<file path="src/verilog/smc_mem_pkg.sv">
package smc_mem_pkg;

  // ----------------------------------------
  // External memory bus
  // ----------------------------------------

  parameter int DATA_W = 32;                     // Word access
  parameter int BE_W   = DATA_W / 8;             // One lane per byte

  // ----------------------------------------
  // Access sequencing
  // ----------------------------------------

  // IDLE waits for a request
  // SETUP has cs_n low with address and lanes driven
  // STROBE holds oe_n or we_n low for WS+1 cycles
  // TURN keeps the bus quiet before the next access
  typedef enum logic [1:0] {
    IDLE   = 2'b00,
    SETUP  = 2'b01,
    STROBE = 2'b10,
    TURN   = 2'b11
  } access_state_t;

endpackage

</file>
<file path="src/verilog/smc_cfg_pkg.sv">
package smc_cfg_pkg;

  // ----------------------------------------
  // APB register map
  // ----------------------------------------

  parameter int REG_W = 32;                      // APB data width
  parameter int OFF_W = 5;                       // Matches paddr

  parameter logic [OFF_W-1:0] CFG_OFFSET  = 5'h00; // Timing config
  parameter logic [OFF_W-1:0] STAT_OFFSET = 5'h04; // Read-only status

  // ----------------------------------------
  // Configuration fields
  // ----------------------------------------

  parameter int WS_W = 4;                        // One wait-state field
  parameter int TA_W = 2;                        // Turnaround field

  parameter int CFG_RD_LSB = 0;                  // Read wait states [3:0]
  parameter int CFG_WR_LSB = 4;                  // Write wait states [7:4]
  parameter int CFG_TA_LSB = 8;                  // Turnaround [9:8]

  // Status bits
  parameter int STAT_BUSY_BIT = 0;

  // Reset timing of 3 read waits, 3 write waits, 1 turnaround cycle
  parameter logic [WS_W-1:0] RST_WS_RD = 4'd3;
  parameter logic [WS_W-1:0] RST_WS_WR = 4'd3;
  parameter logic [TA_W-1:0] RST_TURN  = 2'd1;

  parameter logic [REG_W-1:0] CFG_RESET =
    (REG_W'(RST_WS_RD) << CFG_RD_LSB) |
    (REG_W'(RST_WS_WR) << CFG_WR_LSB) |
    (REG_W'(RST_TURN)  << CFG_TA_LSB);           // 32'h0000_0133

endpackage
</file>
<file path="src/verilog/smc_lite.sv">
`timescale 1ns/10ps

// Static memory controller top
module smc_lite #(
  parameter int MEM_ADDR_W = 20                         // SRAM word address width
) (
  input  logic                              pclk,
  input  logic                              rst_n,
  // APB register port
  input  logic                              psel,
  input  logic                              penable,
  input  logic                              pwrite,
  input  logic [smc_cfg_pkg::OFF_W-1:0]     paddr,
  input  logic [smc_cfg_pkg::REG_W-1:0]     pwdata,
  output logic [smc_cfg_pkg::REG_W-1:0]     prdata,
  // Wishbone host port
  input  logic                              wb_cyc,
  input  logic                              wb_stb,
  input  logic                              wb_we,
  input  logic [MEM_ADDR_W-1:0]             wb_adr,
  input  logic [smc_mem_pkg::DATA_W-1:0]    wb_dat_w,
  input  logic [smc_mem_pkg::BE_W-1:0]      wb_sel,
  output logic [smc_mem_pkg::DATA_W-1:0]    wb_dat_r,
  output logic                              wb_ack,
  // SRAM pins
  output logic [MEM_ADDR_W-1:0]             mem_addr,
  output logic                              mem_cs_n,
  output logic                              mem_oe_n,
  output logic                              mem_we_n,
  output logic [smc_mem_pkg::BE_W-1:0]      mem_be_n,
  output logic [smc_mem_pkg::DATA_W-1:0]    mem_dq_out,
  output logic                              mem_dq_oe,
  input  logic [smc_mem_pkg::DATA_W-1:0]    mem_dq_in
);

  import smc_cfg_pkg::*;
  import smc_mem_pkg::*;

  // ----------------------------------------
  // Internal nets
  // ----------------------------------------

  logic             sel_cfg;
  logic             sel_stat;
  logic             wr_en;
  logic [REG_W-1:0] wdata;
  logic [REG_W-1:0] cfg_rdata;
  logic [REG_W-1:0] stat_rdata;

  logic [WS_W-1:0]  ws_rd;       // Timing into the sequencer
  logic [WS_W-1:0]  ws_wr;
  logic [TA_W-1:0]  turn;

  logic                  req;    // Host request handoff
  logic                  req_we;
  logic [MEM_ADDR_W-1:0] req_adr;
  logic [DATA_W-1:0]     req_dat;
  logic [BE_W-1:0]       req_sel;
  logic                  busy;
  logic                  done;
  logic [DATA_W-1:0]     rd_data;

  // ----------------------------------------
  // Register side
  // ----------------------------------------

  smc_apb_if u_apb_if (
    .pclk       (pclk),
    .rst_n      (rst_n),
    .psel       (psel),
    .penable    (penable),
    .pwrite     (pwrite),
    .paddr      (paddr),
    .pwdata     (pwdata),
    .prdata     (prdata),
    .sel_cfg    (sel_cfg),
    .sel_stat   (sel_stat),
    .wr_en      (wr_en),
    .wdata      (wdata),
    .cfg_rdata  (cfg_rdata),
    .stat_rdata (stat_rdata)
  );

  smc_cfreg u_cfreg (
    .pclk       (pclk),
    .rst_n      (rst_n),
    .sel_cfg    (sel_cfg),
    .sel_stat   (sel_stat),
    .wr_en      (wr_en),
    .wdata      (wdata),
    .busy       (busy),
    .cfg_rdata  (cfg_rdata),
    .stat_rdata (stat_rdata),
    .ws_rd      (ws_rd),
    .ws_wr      (ws_wr),
    .turn       (turn)
  );

  // ----------------------------------------
  // Host and memory side
  // ----------------------------------------

  smc_wb_if #(
    .MEM_ADDR_W (MEM_ADDR_W)
  ) u_wb_if (
    .pclk     (pclk),
    .rst_n    (rst_n),
    .wb_cyc   (wb_cyc),
    .wb_stb   (wb_stb),
    .wb_we    (wb_we),
    .wb_adr   (wb_adr),
    .wb_dat_w (wb_dat_w),
    .wb_sel   (wb_sel),
    .wb_dat_r (wb_dat_r),
    .wb_ack   (wb_ack),
    .req      (req),
    .req_we   (req_we),
    .req_adr  (req_adr),
    .req_dat  (req_dat),
    .req_sel  (req_sel),
    .busy     (busy),
    .done     (done),
    .rd_data  (rd_data)
  );

  smc_strobe_gen #(
    .MEM_ADDR_W (MEM_ADDR_W)
  ) u_strobe_gen (
    .pclk       (pclk),
    .rst_n      (rst_n),
    .req        (req),
    .req_we     (req_we),
    .req_adr    (req_adr),
    .req_dat    (req_dat),
    .req_sel    (req_sel),
    .ws_rd      (ws_rd),
    .ws_wr      (ws_wr),
    .turn       (turn),
    .busy       (busy),
    .done       (done),
    .rd_data    (rd_data),
    .mem_addr   (mem_addr),
    .mem_cs_n   (mem_cs_n),
    .mem_oe_n   (mem_oe_n),
    .mem_we_n   (mem_we_n),
    .mem_be_n   (mem_be_n),
    .mem_dq_out (mem_dq_out),
    .mem_dq_oe  (mem_dq_oe),
    .mem_dq_in  (mem_dq_in)
  );

endmodule

</file>
<file path="src/verilog/smc_strobe_gen.sv">
`timescale 1ns/10ps

// Access sequencer for the external SRAM
module smc_strobe_gen #(
  parameter int MEM_ADDR_W = 20
) (
  input  logic                              pclk,
  input  logic                              rst_n,
  input  logic                              req,
  input  logic                              req_we,
  input  logic [MEM_ADDR_W-1:0]             req_adr,
  input  logic [smc_mem_pkg::DATA_W-1:0]    req_dat,
  input  logic [smc_mem_pkg::BE_W-1:0]      req_sel,
  input  logic [smc_cfg_pkg::WS_W-1:0]      ws_rd,
  input  logic [smc_cfg_pkg::WS_W-1:0]      ws_wr,
  input  logic [smc_cfg_pkg::TA_W-1:0]      turn,
  output logic                              busy,
  output logic                              done,       // One cycle pulse
  output logic [smc_mem_pkg::DATA_W-1:0]    rd_data,
  output logic [MEM_ADDR_W-1:0]             mem_addr,
  output logic                              mem_cs_n,
  output logic                              mem_oe_n,
  output logic                              mem_we_n,
  output logic [smc_mem_pkg::BE_W-1:0]      mem_be_n,
  output logic [smc_mem_pkg::DATA_W-1:0]    mem_dq_out,
  output logic                              mem_dq_oe,
  input  logic [smc_mem_pkg::DATA_W-1:0]    mem_dq_in
);

  import smc_cfg_pkg::*;
  import smc_mem_pkg::*;

  access_state_t   state;
  logic            start;      // Accepted, SETUP on next edge
  logic [WS_W-1:0] ws_rd_q;    // Timing latched at acceptance
  logic [WS_W-1:0] ws_wr_q;
  logic [TA_W-1:0] turn_q;
  logic [WS_W-1:0] cnt;        // Strobe and turnaround down-counter
  logic            strobe_end; // Last strobe cycle

  assign busy       = (state != IDLE) | start;
  assign strobe_end = (state == STROBE) && (cnt == '0);

  // ----------------------------------------
  // Acceptance
  // ----------------------------------------

  // Direction is not known yet, so both wait-state fields are kept
  always_ff @(posedge pclk or negedge rst_n)
  begin
    if (!rst_n)
    begin
      start   <= 1'b0;
      ws_rd_q <= '0;
      ws_wr_q <= '0;
      turn_q  <= '0;
    end
    else
    begin
      start <= req & ~busy;
      if (req & ~busy)
      begin
        ws_rd_q <= ws_rd;
        ws_wr_q <= ws_wr;
        turn_q  <= turn;
      end
    end
  end

  // ----------------------------------------
  // Sequencer and strobes
  // ----------------------------------------

  always_ff @(posedge pclk or negedge rst_n)
  begin
    if (!rst_n)
    begin
      state     <= IDLE;
      cnt       <= '0;
      done      <= 1'b0;
      mem_cs_n  <= 1'b1;
      mem_oe_n  <= 1'b1;
      mem_we_n  <= 1'b1;
      mem_be_n  <= '1;
      mem_dq_oe <= 1'b0;
    end
    else
    begin
      done <= 1'b0;
      case (state)
        IDLE:
          if (start)
          begin
            state     <= SETUP;
            mem_cs_n  <= 1'b0;             // Chip select for setup
            mem_be_n  <= ~req_sel;
            mem_dq_oe <= req_we;           // Drive write data early
          end
        SETUP:
        begin
          state    <= STROBE;
          cnt      <= req_we ? ws_wr_q : ws_rd_q;
          mem_oe_n <= req_we;
          mem_we_n <= ~req_we;
        end
        STROBE:
          if (cnt == '0)
          begin
            mem_cs_n  <= 1'b1;
            mem_oe_n  <= 1'b1;
            mem_we_n  <= 1'b1;
            mem_be_n  <= '1;
            mem_dq_oe <= 1'b0;
            done      <= 1'b1;
            if (turn_q == '0)
              state <= IDLE;               // No turnaround
            else
            begin
              state <= TURN;
              cnt   <= WS_W'(turn_q - 1'b1);
            end
          end
          else
            cnt <= cnt - 1'b1;
        TURN:
          if (cnt == '0)
            state <= IDLE;
          else
            cnt <= cnt - 1'b1;
        default:
          state <= IDLE;
      endcase
    end
  end

  // Address and data payload
  always_ff @(posedge pclk)
  begin
    if (state == IDLE && start)
    begin
      mem_addr   <= req_adr;
      mem_dq_out <= req_dat;
    end
    if (strobe_end && !req_we)
      rd_data <= mem_dq_in;                // Sampled as oe_n rises
  end

  // Never both strobes at once
  a_strobe_excl: assert property (@(posedge pclk) disable iff (!rst_n)
    !(!mem_oe_n && !mem_we_n));

  // Completion is a single pulse
  a_done_pulse: assert property (@(posedge pclk) disable iff (!rst_n)
    done |=> !done);

endmodule

</file>
<file path="src/verilog/smc_wb_if.sv">
`timescale 1ns/10ps

// Wishbone classic slave in front of the sequencer
module smc_wb_if #(
  parameter int MEM_ADDR_W = 20                         // Word address width
) (
  input  logic                              pclk,
  input  logic                              rst_n,
  input  logic                              wb_cyc,
  input  logic                              wb_stb,
  input  logic                              wb_we,
  input  logic [MEM_ADDR_W-1:0]             wb_adr,
  input  logic [smc_mem_pkg::DATA_W-1:0]    wb_dat_w,
  input  logic [smc_mem_pkg::BE_W-1:0]      wb_sel,
  output logic [smc_mem_pkg::DATA_W-1:0]    wb_dat_r,
  output logic                              wb_ack,
  output logic                              req,        // One cycle per request
  output logic                              req_we,
  output logic [MEM_ADDR_W-1:0]             req_adr,
  output logic [smc_mem_pkg::DATA_W-1:0]    req_dat,
  output logic [smc_mem_pkg::BE_W-1:0]      req_sel,
  input  logic                              busy,
  input  logic                              done,       // Access complete
  input  logic [smc_mem_pkg::DATA_W-1:0]    rd_data
);

  import smc_mem_pkg::*;

  logic              pending;  // Current stb already handed over
  logic [DATA_W-1:0] dat_q;    // Last read word

  // ----------------------------------------
  // Request handoff
  // ----------------------------------------

  assign req = wb_cyc & wb_stb & ~busy & ~pending;

  always_ff @(posedge pclk or negedge rst_n)
  begin
    if (!rst_n)
      pending <= 1'b0;
    else if (req)
      pending <= 1'b1;
    else if (done)
      pending <= 1'b0;    // Master drops stb after ack
  end

  // Request fields held until done
  always_ff @(posedge pclk)
  begin
    if (req)
    begin
      req_we  <= wb_we;
      req_adr <= wb_adr;
      req_dat <= wb_dat_w;
      req_sel <= wb_sel;
    end
  end

  // ----------------------------------------
  // Response
  // ----------------------------------------

  always_ff @(posedge pclk)
  begin
    if (done)
      dat_q <= rd_data;
  end

  assign wb_dat_r = done ? rd_data : dat_q;   // Fresh word during ack
  assign wb_ack   = done;

  // Ack lands inside the request
  a_ack_in_stb: assert property (@(posedge pclk) disable iff (!rst_n)
    wb_ack |-> wb_stb);

endmodule

</file>
<file path="src/verilog/smc_cfreg.sv">
`timescale 1ns/10ps

// Timing configuration and status registers
module smc_cfreg (
  input  logic                              pclk,
  input  logic                              rst_n,
  input  logic                              sel_cfg,
  input  logic                              sel_stat,
  input  logic                              wr_en,
  input  logic [smc_cfg_pkg::REG_W-1:0]     wdata,
  input  logic                              busy,       // From sequencer
  output logic [smc_cfg_pkg::REG_W-1:0]     cfg_rdata,
  output logic [smc_cfg_pkg::REG_W-1:0]     stat_rdata,
  output logic [smc_cfg_pkg::WS_W-1:0]      ws_rd,      // Read wait states
  output logic [smc_cfg_pkg::WS_W-1:0]      ws_wr,      // Write wait states
  output logic [smc_cfg_pkg::TA_W-1:0]      turn        // Turnaround cycles
);

  import smc_cfg_pkg::*;

  logic cfg_we;

  assign cfg_we = sel_cfg & wr_en;

  // ----------------------------------------
  // Configuration storage
  // ----------------------------------------

  // Only the defined fields are kept
  always_ff @(posedge pclk or negedge rst_n)
  begin
    if (!rst_n)
    begin
      ws_rd <= CFG_RESET[CFG_RD_LSB +: WS_W];
      ws_wr <= CFG_RESET[CFG_WR_LSB +: WS_W];
      turn  <= CFG_RESET[CFG_TA_LSB +: TA_W];
    end
    else if (cfg_we)
    begin
      ws_rd <= wdata[CFG_RD_LSB +: WS_W];
      ws_wr <= wdata[CFG_WR_LSB +: WS_W];
      turn  <= wdata[CFG_TA_LSB +: TA_W];
    end
  end

  // Rebuild register, reserved bits read zero
  always_comb
  begin
    cfg_rdata = '0;
    cfg_rdata[CFG_RD_LSB +: WS_W] = ws_rd;
    cfg_rdata[CFG_WR_LSB +: WS_W] = ws_wr;
    cfg_rdata[CFG_TA_LSB +: TA_W] = turn;
  end

  // ----------------------------------------
  // Status view
  // ----------------------------------------

  always_comb
  begin
    stat_rdata = '0;
    if (sel_stat)
      stat_rdata[STAT_BUSY_BIT] = busy;   // Access in progress
  end

  // Fields only move on a selected write
  a_cfg_hold: assert property (@(posedge pclk) disable iff (!rst_n)
    !cfg_we |=> $stable({ws_rd, ws_wr, turn}));

endmodule

</file>
<file path="src/verilog/smc_apb_if.sv">
`timescale 1ns/10ps

// APB register port of the controller
module smc_apb_if (
  input  logic                              pclk,       // APB clock
  input  logic                              rst_n,
  input  logic                              psel,       // APB select
  input  logic                              penable,    // Access phase
  input  logic                              pwrite,     // Write strobe
  input  logic [smc_cfg_pkg::OFF_W-1:0]     paddr,
  input  logic [smc_cfg_pkg::REG_W-1:0]     pwdata,
  output logic [smc_cfg_pkg::REG_W-1:0]     prdata,
  output logic                              sel_cfg,    // Config register select
  output logic                              sel_stat,   // Status register select
  output logic                              wr_en,
  output logic [smc_cfg_pkg::REG_W-1:0]     wdata,
  input  logic [smc_cfg_pkg::REG_W-1:0]     cfg_rdata,
  input  logic [smc_cfg_pkg::REG_W-1:0]     stat_rdata
);

  import smc_cfg_pkg::*;

  logic access;   // Access cycle of a transfer

  assign access = psel & penable;

  // ----------------------------------------
  // Register selects
  // ----------------------------------------

  always_comb
  begin : p_addr_decode
    sel_cfg  = 1'b0;
    sel_stat = 1'b0;
    if (access)
    begin
      sel_cfg  = (paddr == CFG_OFFSET);
      sel_stat = (paddr == STAT_OFFSET);
    end
  end

  assign wr_en = access & pwrite;   // Ends with the access cycle
  assign wdata = pwdata;

  // Read mux, zero for unmapped offsets and outside the access cycle
  always_comb
  begin : p_rdata_mux
    prdata = '0;
    if (sel_cfg)
      prdata = cfg_rdata;
    else if (sel_stat)
      prdata = stat_rdata;
  end

  // Selects stay one-hot over every transfer
  a_sel_onehot: assert property (@(posedge pclk) disable iff (!rst_n)
    !(sel_cfg && sel_stat));

endmodule

</file>
<file path="config.mk">
export PLATFORM = sky130hd
export DESIGN_NAME = smc_lite
export DESIGN_NICKNAME = d
export VERILOG_FILES = /design/src/verilog/smc_mem_pkg.sv /design/src/verilog/smc_cfg_pkg.sv /design/src/verilog/smc_lite.sv /design/src/verilog/smc_strobe_gen.sv /design/src/verilog/smc_wb_if.sv /design/src/verilog/smc_cfreg.sv /design/src/verilog/smc_apb_if.sv
export SDC_FILE = /design/constraint.sdc
export NUM_CORES = 1
export LEC_CHECK = 0
export ABC_CLOCK_PERIOD_IN_PS = 5800
export BUFFER_PORTS_ARGS = -buffer_cell sky130_fd_sc_hd__buf_2
export CAP_MARGIN = 10
export CORE_UTILIZATION = 53
export CTS_CLUSTER_SIZE = 25
export DETAILED_ROUTE_END_ITERATION = 10
export PLACE_DENSITY_LB_ADDON = 0.3
export SLEW_MARGIN = 20
export SYNTH_ARGS = -nofsm -noshare
export SYNTH_HDL_FRONTEND = slang
export SYNTH_SLANG_ARGS = --single-unit
</file>
<file path="constraint.sdc">
create_clock -name pclk -period 5.8 [get_ports pclk]
set_clock_uncertainty 0.2 [all_clocks]
set_input_delay 0.58 -clock pclk [delete_from_list [all_inputs] [get_ports pclk]]
set_output_delay 0.58 -clock pclk [all_outputs]
set_load 0.005 [all_outputs]
</file>
==> flow_summary.toml <==
[grt]
grt.overflow.total = 0
grt_max_degree = 71
grt_pass1_vias = 3921
antenna_found_initial = 1
grt_first_pass_wirelength_mm = 20.4
grtUsageTotal = 0.186

[clock_network]
ctsHoldBuffers = 0
cts_root_buf = "clkbuf_16"
cts_buffers = 21
post_cts_resized = 0
htree_levels = 1
tritoncts = "built"
clock_latency_ps = 480
cts_setup_buffers = 0
clock_path_buffers = 3
path_clk_slew_ps = 60
cts.sinks = 210

[critical_path]
crit_path_start = "u_strobe_gen.state[1]"
cp.arrival_ps = 3000
reg2reg_depth = 3
r2r_start = "u_strobe_gen.state[1]"
cp_slowest_stage_delay_ps = 980
critPathTopFamily = "simple AND/OR/NAND/NOR gates"
rr_endpoint = "u_strobe_gen.ws_rd_q[2]"
start_kind = "flop"
path_cells = "nor3_1, and4b_4, mux2_2"
cp-endpoint = "u_strobe_gen.ws_rd_q[2]"
crit_cells = 3
worstSetupEndpointType = "flop"
worstSetupPathType = "flop to flop"
crit_fanout = 70
crit_buf_inv = 0
cp_slowest_cell = "and4b_4"
crit_required_ps = 5950
reg2reg_slack_ps = 2950

[placed_design]
placedCellCount = 766
gp_congestion = 0.765
placed_cell_area_um2 = 8390
hpwl_mm = 9.11
io_buffer_count = 213

[final_layout]
area_growth_pct = 25.5
final.fill_count = 887
finalInstanceArea_um2 = 9080
post-route-util = 0.683
layout.cells.non_filler = 804
antenna-diode-count = 0
final_nets = 749
multi_input_area_um2 = 1250
seqCellArea_um2 = 5820
drive_above_1_share = 0.514

[floorplanning]
die_h_um = 119
rows = 42
core_um2 = 13300
start_util = 0.544
io_pins = 258
die_x_um = 119
die-area_um2 = 14100

[route]
route.detailed.drc = 0
drt_iter0_drc = 246
first_pass_iters = 4
vias = 3870
routed_wl_mm = 13.1
drtAntennaViolNets = 0
routed_via_density = 4.81
post_drt_wl_per_cell_um = 16.3

[worst_hold_path]
hold_path.class = "input pin to async pin"

[synthesis]
yosysWarnings = 0
avgSynthCellArea_um2 = 18.6
synth-edff-count = 141
synth_cell_types = 44
syn_area_um2 = 7230
async_flop_share = 0.176
syn_inst = 388
yosysTopAreaCell = "edfxtp_1"
ys.flop_type = "edfxtp_1"
ys_seq_area_frac = 0.804
synth_top_area_share = 0.585
ys_ff_latch = 210
synth_area_leaders = "edfxtp_1, dfxtp_1, dfrtp_1"

[sta]
fin_crit_ps = 2850
fin_crit_sh = 0.491
slew_viol_final = 0
tightest_slew_ps = 1020
max_freq_ghz = 0.351
setup_viol = 0
slew_headroom = 0.321
hold_viol = 0
rsz0062_at_grt = "no"
fin_tns_setup_ps = 0

[power_and_ir_drop]
peakVddDrop_mv = 0.406
power.leakage_nw = 3.74
p_per_area_nw_per_um2 = 453
p_total_mw = 4.12

[run_status]
status = "finished, final reports clean"

[run]
maxCapViolations = 0
[worst reg2reg max path: stages (launching register included)]
cell and delay [ps]:
dfrtp_1 580, nor3_1 500, and4b_4 980, mux2_2 470
[placed cells by master (no fill, tap or decap), drive strengths merged, types with 7 or more instances in the layout]
cell type,count
inv,7
clkbuf,27
buf,215
dfstp,12
clkinv,8
o21ai,18
mux2,51
dfxtp,32
and2,11
nand2,12
edfxtp,141
conb,22
dfrtp,25
[layout make-up]
class | instances | share of cell area
sequential | 210 | 0.640
multi-input combinational | 158 | 0.138
timing repair buffer | 215 | 0.119
clock buffer | 27 | 0.0615
tap | 176 | 0.0243
clock inverter | 11 | 0.0141
inverter | 7 | 0.00303
[registers in the layout, indices dropped and copies added (netlist names), 2 cells and up]
| register | cells |
|---|---|
| u_strobe_gen.mem_be_n | 4 |
| u_wb_if.dat_q | 32 |
| u_strobe_gen.mem_dq_out | 32 |
| u_strobe_gen.ws_rd_q | 4 |
| u_cfreg.ws_rd | 4 |
| u_wb_if.req_sel | 4 |
| u_strobe_gen.ws_wr_q | 4 |
| u_strobe_gen.turn_q | 2 |
| u_cfreg.turn | 2 |
| u_strobe_gen.rd_data | 32 |
| u_wb_if.req_dat | 32 |
| u_wb_if.req_adr | 20 |
| u_strobe_gen.mem_addr | 20 |
| u_strobe_gen.state | 2 |
| u_strobe_gen.cnt | 4 |
| u_cfreg.ws_wr | 4 |
[how the worst min path moves through the flow]
| stage | start | endpoint | slack [ps] |
|---|---|---|---|
| 5_1_grt | wb_dat_w[24] | u_wb_if.req_dat[24] | 50 |
| 6_report | rst_n | u_strobe_gen.cnt[0] | 5 |
| 4_1_cts | rst_n | u_strobe_gen.start | 20 |
| 2_1_floorplan | rst_n | u_cfreg.turn[1] | 80 |
| 3_5_place_dp | u_wb_if.req_sel[2] | u_strobe_gen.mem_be_n[2] | 190 |
| 3_3_place_gp | u_wb_if.req_sel[3] | u_strobe_gen.mem_be_n[3] | 190 |
[where the power goes]
part	internal [mW]	total (mW)	switching, mW
Combinational	0.393	0.785	0.392
Clock	0.812	1.32	0.510
Sequential	1.90	2.01	0.107
Total	3.11	4.12	1.01
[synthesized netlist by cell type, drive strengths merged (2+ instances only)]
| cell type | number |
|---|---|
| ha | 3 |
| nor2 | 5 |
| nand2 | 12 |
| o21ai | 18 |
| edfxtp | 141 |
| buf | 24 |
| nor3 | 4 |
| a21o | 2 |
| and2 | 11 |
| and4b | 2 |
| clkbuf | 10 |
| dfrtp | 25 |
| dfxtp | 32 |
| o22ai | 2 |
| inv | 7 |
| a211oi | 2 |
| nor2b | 5 |
| a31oi | 2 |
| dfstp | 12 |
| mux2 | 51 |
[cell families (layout without fill, tap and decap cells)]
logic type | count (synthesis) | count (layout) | synth area share
DFF | 210 | 210 | 0.804
muxes | 52 | 52 | 0.0860
and+or+nand+nor | 47 | 47 | 0.0401
buffers and inverters | 41 | 260 | 0.0351
AOI/OAI and AO/OA | 34 | 34 | 0.0292
adders and majority gates | 3 | 3 | 0.00519
other | 1 | 22 | 0.000518
[stage by stage]
step | hold WS (ps) | setup slack [ps]
finish | 5.36 | 2950
detailed placement | 193 | 2970
global placement | 190 | 2990
floorplan | 84.4 | 2370
CTS | 15.3 | 2930
global route | 45.9 | 2770
[routing by layer]
metal | part of all wire | wire [um] | track usage | up-vias
met3 | 0.081 | 1070 | 0.0551 | 20
met4 | 0.017 | 218 | 0.0483 | 2
met2 | 0.48 | 6280 | 0.310 | 175
met5 | 0.00099 | 13 | 0 | -
met1 | 0.42 | 5520 | 0.240 | 1832
li1 | - | - | - | 1841
Power figures use the tool's default switching activity.
